<file path="src/dmm_pkg.sv">
// shared types for the acquisition core of the multimeter front end
// one package only, no module code here
// count fields are plain binary, a zero clk_fix, clk_var or aperture is not
// a legal setting while the converter runs

package dmm_pkg;

  ////////////////////////////////////////////////////////////////////////////
  // register interface

  localparam int REG_ADDR_W = 4;
  localparam int REG_DATA_W = 32;

  typedef logic [REG_ADDR_W-1:0] reg_addr_t;
  typedef logic [REG_DATA_W-1:0] reg_data_t;

  localparam reg_addr_t ADDR_MODE      = 4'd0;   // 2 bit mode select
  localparam reg_addr_t ADDR_DIRECT    = 4'd1;   // low 24 bits map onto the pin bus
  localparam reg_addr_t ADDR_PRECHARGE = 4'd2;   // precharge clocks per entry
  localparam reg_addr_t ADDR_SEQ_N     = 4'd3;   // entries minus one
  localparam reg_addr_t ADDR_SEQ0      = 4'd4;
  localparam reg_addr_t ADDR_SEQ1      = 4'd5;
  localparam reg_addr_t ADDR_SEQ2      = 4'd6;
  localparam reg_addr_t ADDR_SEQ3      = 4'd7;
  localparam reg_addr_t ADDR_APERTURE  = 4'd8;   // in modulation cycles
  localparam reg_addr_t ADDR_CLK_FIX   = 4'd9;   // reset phase length
  localparam reg_addr_t ADDR_CLK_VAR   = 4'd10;  // reference phase length

  ////////////////////////////////////////////////////////////////////////////
  // widths with a meaning

  localparam int SEQ_MAX = 4;

  typedef logic [1:0]  seq_idx_t;
  typedef logic [23:0] clk_count_t;    // clock counts and settings
  typedef logic [15:0] cycle_count_t;  // modulation cycle counts
  typedef logic [3:0]  azmux_t;
  typedef logic [1:0]  pc_sw_t;        // precharge switches
  typedef logic [3:0]  refmux_t;
  typedef logic [3:0]  leds_t;
  typedef logic [7:0]  monitor_t;

  // refmux bit order follows the switch ic pinout
  localparam int REFMUX_POS   = 0;
  localparam int REFMUX_NEG   = 1;
  localparam int REFMUX_SIG   = 2;
  localparam int REFMUX_RESET = 3;

  typedef enum logic [1:0] {
    MODE_DIRECT = 2'd0,  // pins follow the direct register
    MODE_LO     = 2'd1,  // all pins low, default after reset
    MODE_ACQ    = 2'd2   // sequencer plus adc
  } mode_e;

  typedef enum logic [1:0] {SEQ_IDLE, SEQ_PRECHARGE, SEQ_CONVERT, SEQ_COMPLETE} seq_state_e;
  typedef enum logic [1:0] {ADC_IDLE, ADC_RESET, ADC_VAR} adc_state_e;

  ////////////////////////////////////////////////////////////////////////////
  // structs

  typedef struct packed {
    azmux_t azmux;
    pc_sw_t pc_sw;
  } seq_entry_t;

  // msb first, same packing as the direct register
  typedef struct packed {
    logic     meas_complete;
    logic     cmpr_latch;
    refmux_t  refmux;
    azmux_t   azmux;
    pc_sw_t   pc_sw;
    monitor_t monitor;
    leds_t    leds;
  } pin_bus_t;

  typedef struct packed {
    mode_e                     mode;
    pin_bus_t                  direct;
    clk_count_t                precharge;
    seq_idx_t                  seq_n;
    seq_entry_t [SEQ_MAX-1:0]  seq;
    cycle_count_t              aperture;
    clk_count_t                clk_fix;
    clk_count_t                clk_var;
  } cfg_t;

  typedef struct packed {
    seq_idx_t     seq_idx;
    cycle_count_t count_pos;
    cycle_count_t count_neg;
  } adc_result_t;

endpackage

</file>
<file path="src/dmm_regs.sv">
// configuration register bank, one write per strobe cycle
// wide data is truncated to each field, unknown addresses are dropped
// no readback path

`timescale 1ns/1ns

module dmm_regs (
  input  logic              clk,
  input  logic              rst_n_i,
  input  logic              reg_wr_i,
  input  dmm_pkg::reg_addr_t reg_addr_i,
  input  dmm_pkg::reg_data_t reg_data_i,
  output dmm_pkg::cfg_t     cfg_o
);
  import dmm_pkg::*;

  cfg_t cfg_q;

  assign cfg_o = cfg_q;  // read live by every stage

  always_ff @(posedge clk) begin
    if (!rst_n_i) begin
      cfg_q.mode      <= MODE_LO;      // pins parked low until software sets a mode
      cfg_q.direct    <= '0;
      cfg_q.precharge <= '0;
      cfg_q.seq_n     <= '0;           // one entry
      cfg_q.seq       <= '0;
      cfg_q.aperture  <= '0;
      cfg_q.clk_fix   <= '0;
      cfg_q.clk_var   <= clk_count_t'(1);
    end else if (reg_wr_i) begin
      case (reg_addr_i)
        ADDR_MODE: begin
          cfg_q.mode <= mode_e'(reg_data_i[1:0]);
        end
        ADDR_DIRECT: begin
          cfg_q.direct <= pin_bus_t'(reg_data_i[23:0]);  // top byte ignored
        end
        ADDR_PRECHARGE: begin
          cfg_q.precharge <= reg_data_i[23:0];
        end
        ADDR_SEQ_N: begin
          cfg_q.seq_n <= reg_data_i[1:0];
        end
        // entries, azmux in [5:2], pc_sw in [1:0]
        ADDR_SEQ0: begin
          cfg_q.seq[0] <= seq_entry_t'(reg_data_i[5:0]);
        end
        ADDR_SEQ1: begin
          cfg_q.seq[1] <= seq_entry_t'(reg_data_i[5:0]);
        end
        ADDR_SEQ2: begin
          cfg_q.seq[2] <= seq_entry_t'(reg_data_i[5:0]);
        end
        ADDR_SEQ3: begin
          cfg_q.seq[3] <= seq_entry_t'(reg_data_i[5:0]);
        end
        ADDR_APERTURE: begin
          cfg_q.aperture <= reg_data_i[15:0];
        end
        ADDR_CLK_FIX: begin
          cfg_q.clk_fix <= reg_data_i[23:0];
        end
        ADDR_CLK_VAR: begin
          cfg_q.clk_var <= reg_data_i[23:0];
        end
        default: begin
          // unmapped, no effect
        end
      endcase
    end
  end

endmodule

</file>
<file path="src/seq_ctrl.sv">
// sequence controller, steps azmux and precharge through seq_n+1 entries
// one sample in flight, next adc start only after done
// a sample already started completes even when arm_i drops
// result_o is held until the next completion, no back-pressure

`timescale 1ns/1ns

module seq_ctrl (
  input  logic                 clk,
  input  logic                 rst_n_i,
  input  logic                 arm_i,
  input  dmm_pkg::cfg_t        cfg_i,
  input  logic                 adc_done_i,
  input  dmm_pkg::adc_result_t adc_counts_i,  // seq_idx field not used
  output logic                 adc_start_o,
  output dmm_pkg::azmux_t      azmux_o,
  output dmm_pkg::pc_sw_t      pc_sw_o,
  output logic                 meas_complete_o,
  output dmm_pkg::adc_result_t result_o,
  output dmm_pkg::leds_t       leds_o
);
  import dmm_pkg::*;

  seq_state_e state_q;
  seq_idx_t   idx_q;      // entry being sampled
  clk_count_t pc_cnt_q;   // precharge clocks so far
  seq_idx_t   load_idx;   // entry to load on the next start of an entry
  seq_entry_t load_entry;

  // entry 0 from idle, else step and wrap after seq_n
  always_comb begin
    if (state_q == SEQ_IDLE) begin
      load_idx = '0;
    end else if (idx_q == cfg_i.seq_n) begin
      load_idx = '0;
    end else begin
      load_idx = idx_q + seq_idx_t'(1);
    end
    load_entry = cfg_i.seq[load_idx];
  end

  ////////////////////////////////////////////////////////////////////////////
  // fsm

  always_ff @(posedge clk) begin
    if (!rst_n_i) begin
      state_q         <= SEQ_IDLE;
      idx_q           <= '0;
      pc_cnt_q        <= '0;
      adc_start_o     <= 1'b0;
      meas_complete_o <= 1'b0;
      azmux_o         <= '0;
      pc_sw_o         <= '0;
    end else begin
      adc_start_o     <= 1'b0;  // strobes, one cycle
      meas_complete_o <= 1'b0;
      case (state_q)
        SEQ_IDLE, SEQ_COMPLETE: begin
          if (arm_i) begin
            idx_q    <= load_idx;
            azmux_o  <= load_entry.azmux;
            pc_sw_o  <= load_entry.pc_sw;
            pc_cnt_q <= '0;
            state_q  <= SEQ_PRECHARGE;
          end else begin
            state_q  <= SEQ_IDLE;
          end
        end
        SEQ_PRECHARGE: begin
          // precharge+1 clocks with the entry switches applied
          if (pc_cnt_q == cfg_i.precharge) begin
            adc_start_o <= 1'b1;
            state_q     <= SEQ_CONVERT;
          end else begin
            pc_cnt_q <= pc_cnt_q + clk_count_t'(1);
          end
        end
        SEQ_CONVERT: begin
          if (adc_done_i) begin
            meas_complete_o <= 1'b1;   // lines up with result_o load
            state_q         <= SEQ_COMPLETE;
          end
        end
        default: state_q <= SEQ_IDLE;
      endcase
    end
  end

  // result payload, tagged with the entry it belongs to
  always_ff @(posedge clk) begin
    if (state_q == SEQ_CONVERT && adc_done_i) begin
      result_o.seq_idx   <= idx_q;
      result_o.count_pos <= adc_counts_i.count_pos;
      result_o.count_neg <= adc_counts_i.count_neg;
    end
  end

  // led3 armed, led2 converting, led1:0 entry
  assign leds_o = {state_q != SEQ_IDLE, state_q == SEQ_CONVERT, idx_q};

endmodule

</file>
<file path="src/adc_modulation.sv">
// charge-balance modulator, fixed reset phase then a variable reference phase
// start to done is aperture * (clk_fix + clk_var) + 1 clocks
// clk_fix, clk_var and aperture must be non zero, start ignored while busy
// comparator input is taken as synchronous to clk

`timescale 1ns/1ns

module adc_modulation (
  input  logic                 clk,
  input  logic                 rst_n_i,
  input  logic                 start_i,
  input  dmm_pkg::cfg_t        cfg_i,
  input  logic                 cmpr_i,
  output dmm_pkg::refmux_t     refmux_o,
  output logic                 cmpr_latch_o,
  output logic                 done_o,
  output dmm_pkg::adc_result_t counts_o,
  output dmm_pkg::monitor_t    monitor_o
);
  import dmm_pkg::*;

  adc_state_e   state_q;
  clk_count_t   clk_cnt_q;   // clocks within the current phase
  cycle_count_t cyc_cnt_q;   // modulation cycles done
  cycle_count_t pos_cnt_q;
  cycle_count_t neg_cnt_q;
  logic         cmpr_q;      // comparator at the first clock of the cycle

  logic         fix_end;
  logic         var_end;
  logic         last_cycle;
  cycle_count_t pos_nxt;
  cycle_count_t neg_nxt;

  assign fix_end    = (clk_cnt_q == cfg_i.clk_fix - clk_count_t'(1));
  assign var_end    = (clk_cnt_q == cfg_i.clk_var - clk_count_t'(1));
  assign last_cycle = (cyc_cnt_q == cfg_i.aperture - cycle_count_t'(1));

  // counts including the cycle that ends now
  assign pos_nxt = pos_cnt_q + cycle_count_t'(cmpr_q);
  assign neg_nxt = neg_cnt_q + cycle_count_t'(!cmpr_q);

  ////////////////////////////////////////////////////////////////////////////
  // fsm and counters

  always_ff @(posedge clk) begin
    if (!rst_n_i) begin
      state_q   <= ADC_IDLE;
      clk_cnt_q <= '0;
      cyc_cnt_q <= '0;
      pos_cnt_q <= '0;
      neg_cnt_q <= '0;
      cmpr_q    <= 1'b0;
      done_o    <= 1'b0;
    end else begin
      done_o <= 1'b0;
      case (state_q)
        ADC_IDLE: begin
          if (start_i) begin
            clk_cnt_q <= '0;
            cyc_cnt_q <= '0;
            pos_cnt_q <= '0;
            neg_cnt_q <= '0;
            state_q   <= ADC_RESET;
          end
        end
        ADC_RESET: begin
          if (clk_cnt_q == '0) cmpr_q <= cmpr_i;  // decides this cycle's reference
          if (fix_end) begin
            clk_cnt_q <= '0;
            state_q   <= ADC_VAR;
          end else begin
            clk_cnt_q <= clk_cnt_q + clk_count_t'(1);
          end
        end
        ADC_VAR: begin
          if (var_end) begin
            pos_cnt_q <= pos_nxt;
            neg_cnt_q <= neg_nxt;
            clk_cnt_q <= '0;
            if (last_cycle) begin
              done_o  <= 1'b1;
              state_q <= ADC_IDLE;
            end else begin
              cyc_cnt_q <= cyc_cnt_q + cycle_count_t'(1);
              state_q   <= ADC_RESET;
            end
          end else begin
            clk_cnt_q <= clk_cnt_q + clk_count_t'(1);
          end
        end
        default: state_q <= ADC_IDLE;
      endcase
    end
  end

  // counts, valid with done_o
  always_ff @(posedge clk) begin
    if (state_q == ADC_VAR && var_end && last_cycle) begin
      counts_o.seq_idx   <= '0;   // tagged by the sequencer
      counts_o.count_pos <= pos_nxt;
      counts_o.count_neg <= neg_nxt;
    end
  end

  ////////////////////////////////////////////////////////////////////////////
  // switch drive

  always_comb begin
    refmux_o = '0;
    case (state_q)
      ADC_RESET: refmux_o[REFMUX_RESET] = 1'b1;
      ADC_VAR: begin
        if (cmpr_q) begin
          refmux_o[REFMUX_POS] = 1'b1;  // integrator above zero, pull down
        end else begin
          refmux_o[REFMUX_NEG] = 1'b1;
        end
      end
      default: refmux_o = '0;
    endcase
    refmux_o[REFMUX_SIG] = (state_q != ADC_IDLE);  // signal in for the whole conversion
  end

  assign cmpr_latch_o = (state_q == ADC_IDLE);     // latched while not running

  assign monitor_o = {refmux_o, cmpr_i, cmpr_q, state_q};

endmodule

</file>
<file path="src/pin_mux.sv">
// board pin mode select, all outputs come straight from flops
// undefined mode codes park the pins low like MODE_LO
// one clock of latency from any source to the pins

`timescale 1ns/1ns

module pin_mux (
  input  logic              clk,
  input  logic              rst_n_i,
  input  dmm_pkg::mode_e    mode_i,
  input  dmm_pkg::pin_bus_t direct_i,
  input  dmm_pkg::pin_bus_t acq_i,
  output dmm_pkg::pin_bus_t pins_o
);
  import dmm_pkg::*;

  pin_bus_t pins_d;

  // three sources, low is the safe fallback
  always_comb begin
    case (mode_i)
      MODE_DIRECT: pins_d = direct_i;   // software drives every pin
      MODE_ACQ:    pins_d = acq_i;      // live sequencer and adc
      MODE_LO:     pins_d = '0;
      default:     pins_d = '0;
    endcase
  end

  // registered so no glitch from the mux reaches the switches
  always_ff @(posedge clk) begin
    if (!rst_n_i) begin
      pins_o <= '0;
    end else begin
      pins_o <= pins_d;
    end
  end

endmodule

</file>
<file path="src/dmm_top.sv">
// acquisition core top, regs then sequencer then adc then pin mux
// result_o comes from the sequencer and is held, so it is still valid
// when the registered meas_complete_o strobe reaches the pin
// meas_complete_o only pulses in MODE_ACQ

`timescale 1ns/1ns

module dmm_top (
  input  logic                 clk,
  input  logic                 rst_n_i,
  input  logic                 reg_wr_i,
  input  dmm_pkg::reg_addr_t   reg_addr_i,
  input  dmm_pkg::reg_data_t   reg_data_i,
  input  logic                 arm_i,
  input  logic                 adc_cmpr_p_i,
  output dmm_pkg::leds_t       leds_o,
  output dmm_pkg::monitor_t    monitor_o,
  output dmm_pkg::pc_sw_t      pc_sw_o,
  output dmm_pkg::azmux_t      azmux_o,
  output dmm_pkg::refmux_t     adc_refmux_o,
  output logic                 adc_cmpr_latch_ctl_o,
  output logic                 meas_complete_o,
  output dmm_pkg::adc_result_t result_o
);
  import dmm_pkg::*;

  cfg_t        cfg;
  logic        adc_start;
  logic        adc_done;
  adc_result_t adc_counts;
  azmux_t      seq_azmux;
  pc_sw_t      seq_pc_sw;
  logic        seq_meas_complete;
  leds_t       seq_leds;
  refmux_t     adc_refmux;
  logic        adc_cmpr_latch;
  monitor_t    adc_monitor;
  pin_bus_t    acq_bus;
  pin_bus_t    pins;

  dmm_regs regs_inst (
    .clk        (clk),
    .rst_n_i    (rst_n_i),
    .reg_wr_i   (reg_wr_i),
    .reg_addr_i (reg_addr_i),
    .reg_data_i (reg_data_i),
    .cfg_o      (cfg)
  );

  seq_ctrl seq_inst (
    .clk             (clk),
    .rst_n_i         (rst_n_i),
    .arm_i           (arm_i),
    .cfg_i           (cfg),
    .adc_done_i      (adc_done),
    .adc_counts_i    (adc_counts),
    .adc_start_o     (adc_start),
    .azmux_o         (seq_azmux),
    .pc_sw_o         (seq_pc_sw),
    .meas_complete_o (seq_meas_complete),
    .result_o        (result_o),
    .leds_o          (seq_leds)
  );

  adc_modulation adc_inst (
    .clk          (clk),
    .rst_n_i      (rst_n_i),
    .start_i      (adc_start),
    .cfg_i        (cfg),
    .cmpr_i       (adc_cmpr_p_i),
    .refmux_o     (adc_refmux),
    .cmpr_latch_o (adc_cmpr_latch),
    .done_o       (adc_done),
    .counts_o     (adc_counts),
    .monitor_o    (adc_monitor)
  );

  // live acquisition bus, same packing as the direct register
  assign acq_bus.meas_complete = seq_meas_complete;
  assign acq_bus.cmpr_latch    = adc_cmpr_latch;
  assign acq_bus.refmux        = adc_refmux;
  assign acq_bus.azmux         = seq_azmux;
  assign acq_bus.pc_sw         = seq_pc_sw;
  assign acq_bus.monitor       = adc_monitor;
  assign acq_bus.leds          = seq_leds;

  pin_mux pin_mux_inst (
    .clk      (clk),
    .rst_n_i  (rst_n_i),
    .mode_i   (cfg.mode),
    .direct_i (cfg.direct),
    .acq_i    (acq_bus),
    .pins_o   (pins)
  );

  // board pins
  assign meas_complete_o      = pins.meas_complete;
  assign adc_cmpr_latch_ctl_o = pins.cmpr_latch;
  assign adc_refmux_o         = pins.refmux;
  assign azmux_o              = pins.azmux;
  assign pc_sw_o              = pins.pc_sw;
  assign monitor_o            = pins.monitor;
  assign leds_o               = pins.leds;

endmodule

</file>
<file path="config.mk">
export PLATFORM = sky130hd
export DESIGN_NAME = dmm_top
export DESIGN_NICKNAME = d
export VERILOG_FILES = /design/src/dmm_pkg.sv /design/src/dmm_regs.sv /design/src/seq_ctrl.sv /design/src/adc_modulation.sv /design/src/pin_mux.sv /design/src/dmm_top.sv
export SDC_FILE = /design/constraint.sdc
export NUM_CORES = 1
export LEC_CHECK = 0
export ABC_CLOCK_PERIOD_IN_PS = 11200
export BUFFER_PORTS_ARGS = -buffer_cell sky130_fd_sc_hd__buf_4
export CORE_AREA = 2 2 204 206
export CTS_CLUSTER_DIAMETER = 150
export DETAILED_ROUTE_END_ITERATION = 10
export DIE_AREA = 0 0 206 208
export PLACE_DENSITY_LB_ADDON = 0.05
export REMOVE_ABC_BUFFERS = 1
export SKIP_LAST_GASP = 1
export SLEW_MARGIN = 0
export SYNTH_ARGS = -nofsm -noshare
export SYNTH_HDL_FRONTEND = slang
export SYNTH_SLANG_ARGS = --single-unit
</file>
<file path="constraint.sdc">
create_clock -name clk -period 11.2 [get_ports clk]
set_input_delay 0.56 -clock clk [delete_from_list [all_inputs] [get_ports clk]]
set_output_delay 0.56 -clock clk [all_outputs]
set_load 0.02 [all_outputs]
</file>
# After elaboration in Yosys (flattened, before gate mapping)
# Cells that the tools add are included.
# totals
out_inout_bits,58
in_bits,41
elab_cells,159
regBits,342
# classes
muxes,36
n_eq_ne,29
addsub,9
n_reduce_logical,37
n_lt_le_gt_ge,1
# op_table
cell,n
$mux W24,5
$pmux W16 S2,3
$pmux W24 S2,2
$mux W16,5
$eq A24 B24 Y1,3
$pmux W24 S3,1
$add A24 B1 Y24 const B,2
$sub A24 B1 Y24 const B,2
$reduce_and A2 Y1,17
$add A16 B1 Y16,2
$logic_not A24 Y1,1
$add A16 B1 Y16 const B,1
$eq A16 B16 Y1,1
$eq A4 B3 Y1 const B,4
$mux W2,8
$sub A16 B1 Y16 const B,1
$bmux W6 S2,1
$eq A4 B4 Y1 const B,3
$pmux W2 S3,2
$reduce_and A3 Y1,4
$eq A2 B2 Y1 const B,4
$eq A4 B2 Y1 const B,2
$mux W1,8
$ne A2 B1 Y1 const B,4
other kinds (15),26

# Depth between registers and ports, before layout
# logic_depth
depth_word,5
ltp_mapped,14
ltp_nobuf,11

# Hierarchy
# From an unflattened synthesis, not the netlist that was laid out.
# unflattened
cells_unflattened,1753
area_unflattened_um2,16928.7
# modules_own_cells
mod,area_per_inst_um2,seq_area_each_um2,cells_per_inst,n_inst
adc_modulation,7526.0,2482.4,864,1
dmm_regs,5132.4,2802.7,495,1
seq_ctrl,3374.5,1741.7,315,1
pin_mux,895.9,480.5,79,1

# Worst setup path before layout
# No wires, ideal clock.
# synth_timing
path_kind,flip-flop to flip-flop
start,register regs_inst.cfg_q (netlist bit regs_inst.cfg_o[6])
end,"register adc_inst.counts_o[0] in the netlist's numbering, enable pin"
setup_ns,0.461
t_required_ns,10.739
stages_incl_launch_ff,9
n_path_buf,1
period_less_slack_ns,5.520
arrival_ns,5.059
setup_slack_ns,5.680
cell_sequence,dfxtp_1 or4_4 or4_1 clkbuf_1 or4_1 a211oi_1 o21ai_1 or4_1 nor3_1
# synth_via
elab_chain_len,4
# synth_lines
item,line,rtl
from (decl),dmm_regs.sv:17,cfg_t cfg_q;
$sub A24 B1 Y24,adc_modulation.sv:36,assign var_end = (clk_cnt_q == cfg_i.clk_var - clk_count_t'(1));
$eq A24 B24 Y1,adc_modulation.sv:36,
$logic_and A1 B1 Y1 (2 in a row),adc_modulation.sv:99,if (state_q == ADC_VAR && var_end && last_cycle) begin
to (decl),adc_modulation.sv:17,"output dmm_pkg::adc_result_t counts_o,"
# No other way between the ends.
# A chain may end at the register's enable or synchronous reset.

# Worst setup path after layout
# layout_timing
start,register regs_inst.cfg_q (netlist bit regs_inst.cfg_o[24])
end,register adc_inst.clk_cnt_q[8]
# layout_via
elab_chain_len,4
# layout_lines
item,line,rtl
$sub A24 B1 Y24,adc_modulation.sv:35,assign fix_end = (clk_cnt_q == cfg_i.clk_fix - clk_count_t'(1));
$eq A24 B24 Y1,adc_modulation.sv:35,
$mux W24,adc_modulation.sv:69,if (fix_end) begin
$pmux W24 S3,adc_modulation.sv:57,case (state_q)
to (signal assigned),adc_modulation.sv:73,clk_cnt_q <= clk_cnt_q + clk_count_t'(1);
to (signal assigned),adc_modulation.sv:89,clk_cnt_q <= clk_cnt_q + clk_count_t'(1);
to (decl),adc_modulation.sv:23,clk_count_t clk_cnt_q;
# No other way between the ends.

==> metrics.yaml <==
critPathTopFamily: "simple AND/OR/NAND/NOR gates"
grt_util_met2_pct: 35.1
power_leakage_nw: 6.59
nets: 1973
antenna_found_initial: 0
syn_inst: 1880
clkSlewWorstSetupHoldPaths_ns: 0.06
final_area_um2: 18500
min_period_ns: 4.59
internal-power_mw: 2.11
max_stage_delay_ns: 0.74
die-area_um2: 42800
critical_path_arrival_ns: 5.02
post-route-period-util_pct: 41.0
ctsResizeCount: 0
port_buffers: 90
ir_drop_mv: 0.101
syn_area_per_cell_um2: 8.57
die_h_um: 208
h-tree-depth: 2
worst_slew_pin_slew_ns: 1.08
filler_cell_count: 4086
skew_ns: 0.0153
drive_gt1_share_pct: 10.2
p_seq_share_pct: 44.7
core_um2: 40600
detail_route.vias_per_cell: 5.36
grt_pass1_wl_mm: 72.7
use_met1_pct: 29.6
num_vias: 13300
finalSetupViolCount: 0
p_clk_share_pct: 45.9
drt.antenna.violating_nets: 0
top_usage_layer: "met2"
path_cells: "inv_1 -> ha_1 -> or4b_2 -> nor4_1 -> a2bb2o_1 -> nor4_1 -> nand4_1 -> o41ai_2 -> a21oi_2 -> nand3_1 -> o31ai_1"
numCtsBuffers: 39
drtPass1Iterations: 5
cts_tree: "built"
status: "completed"
yosysSeqAreaShare_pct: 46.6
power_density_nw_per_um2: 154
hpwl_mm: 31.1
clk_latency_ns: 0.57
grt_overflow: 0
cp.required_ns: 11.62
synth.cell_area_um2: 16100
layout_common_cells: "nand2_1, dfxtp_1, a21oi_1"
synthToLayoutAreaGrowth_pct: 14.7
drt_iter0_markers: 691
gp_congestion: 0.803
max_slew_margin_pct: 27.2
comb_power_share_pct: 9.4
grt_pass1_vias: 12700
slew_violations: 0
finalHoldViolations: 0
core.rowCount: 74
async_flop_share_pct: 0
floorplan.initialDensity_pct: 39.7
p_sw_share_pct: 26.0
critPathKind: "flip-flop to flip-flop"
switchingPower_uw: 742
cts-root-buf: "clkbuf_16"
diodes: 0
path_buf_inv: 1
post_dp_cell_area_um2: 17200
grt_usage_pct: 21.7
max_freq_ghz: 0.218
layout_commonest_cell: "nand2_1"
crit_fanout: 14
critPathMostFrequentCell: "nor4_1"
synth_edf_count: 66
maxCapViolCount: 0
ios: 99
slowest_stage: "or4b_2"
yosysWarnings: 0
wl_mm: 46.1
synth_cell_type_count: 70
cp-start-kind: "flip-flop"
end_kind: "flip-flop"
rsz0062_at_grt: "false"
grt_max_degree: 80
die_width_um: 206
synth_flop_cell: "dfxtp_1"
drc: 0
postCtsHoldBufs: 0
wl_per_cell_um: 18.6
clock-sinks: 342
ys_ff_latch: 342
fin_setup_tns_ns: 0
cts_setup_buffers: 0
hp-class: "input port to flip-flop"
grt_use_met3_pct: 3.90
cts_max_path_buffers: 3
==> synthesized netlist by cell type (all sizes together), types with 34 or more instances <==
cell type / number / share of area, %
a21oi: 196 / 6.1
and3: 36 / 1.4
clkbuf: 102 / 2.4
dfxtp: 276 / 34
edfxtp: 66 / 12
mux2i: 55 / 3.4
nand2: 358 / 8.3
nand3: 73 / 2.3
nor2: 141 / 3.3
nor3: 34 / 1.1
o21ai: 39 / 1.2
xnor2: 77 / 4.2
xor2: 67 / 3.6
==> cell families after synthesis <==
group	Yosys count	synth area share [%]
buffers and inverters	148	3.52
AND/OR/NAND/NOR	814	23.6
multiplexers	63	3.98
XOR/XNOR	144	7.83
AO/OA/AOI/OAI	351	13.1
adder cells (fa/ha/maj)	18	1.40
flip-flops	342	46.6
==> through the flow <==
step	total power [mW]	setup WS (ns)	util (%)	std cells	hold WS, ns
global placement	1.57	6.60	42.3	2405	0.401
CTS	2.89	6.57	45.6	2475	0.255
floorplan	1.45	5.71	-	1765	0.400
finish	2.85	6.61	45.6	2475	0.279
detailed placement	1.57	6.60	42.3	2405	0.405
global route	2.96	6.22	45.6	2475	0.263
==> registers in the layout (all words and copies together) (netlist names), 4 cells and up <==
signal               count
regs_inst.cfg_o        140
seq_inst.pc_cnt_q       24
seq_inst.azmux_o         4
adc_inst.counts_o       32
adc_inst.clk_cnt_q      24
pin_mux_inst.pins_o     24
adc_inst.neg_cnt_q      16
seq_inst.result_o       34
adc_inst.pos_cnt_q      16
adc_inst.cyc_cnt_q      16
==> worst reg2reg max path, delay by kind of cell, from the launching register on <==
family	cells	cell delay, ns
AOI/OAI and AO/OA	4	1.47
adders and majority gates	1	0.24
buffers and inverters	1	0.07
DFF	1	0.36
and+or+nand+nor	5	2.32
==> metal layers <==
metal,wire [um],vias to the layer above
met3,2040,67
met1,21700,6320
met5,0,-
met4,1080,0
li1,-,6616
met2,21300,264
==> final timing paths <==
kind              cells past startpoint  slack (ns)                            endpoint                        startpoint
setup / recovery                     11        6.61  adc_inst.clk_cnt_q[8]$_SDFFE_PN0P_  regs_inst.cfg_o[24]$_SDFFE_PN0P_
hold reg to reg                       0        0.42     seq_inst.result_o[19]$_DFFE_PP_   adc_inst.counts_o[19]$_DFFE_PP_
setup reg to reg                     11        6.61  adc_inst.clk_cnt_q[8]$_SDFFE_PN0P_  regs_inst.cfg_o[24]$_SDFFE_PN0P_
hold / removal                        3        0.28   pin_mux_inst.pins_o[7]$_SDFF_PN0_                      adc_cmpr_p_i
==> layout make-up <==
class	count	area [um2]	share of cell area (%)
flip-flops and latches	342	7510	40.6
multi-input cells	1390	8040	43.5
inverters	33	129	0.698
repair buffers	108	811	4.39
clock buffers	51	1110	6.01
clock inverters	19	206	1.12
well taps	532	666	3.60
==> power by group through the flow <==
stage,Combinational [mW],Clock [mW],Sequential [mW]
after detailed placement,0.270,0,1.30
after CTS,0.271,1.34,1.28
after global placement,0.269,0,1.30
final,0.267,1.31,1.28
after global routing,0.295,1.39,1.28
after floorplan,0.156,0,1.30
(Power assumes the default switching activity.)
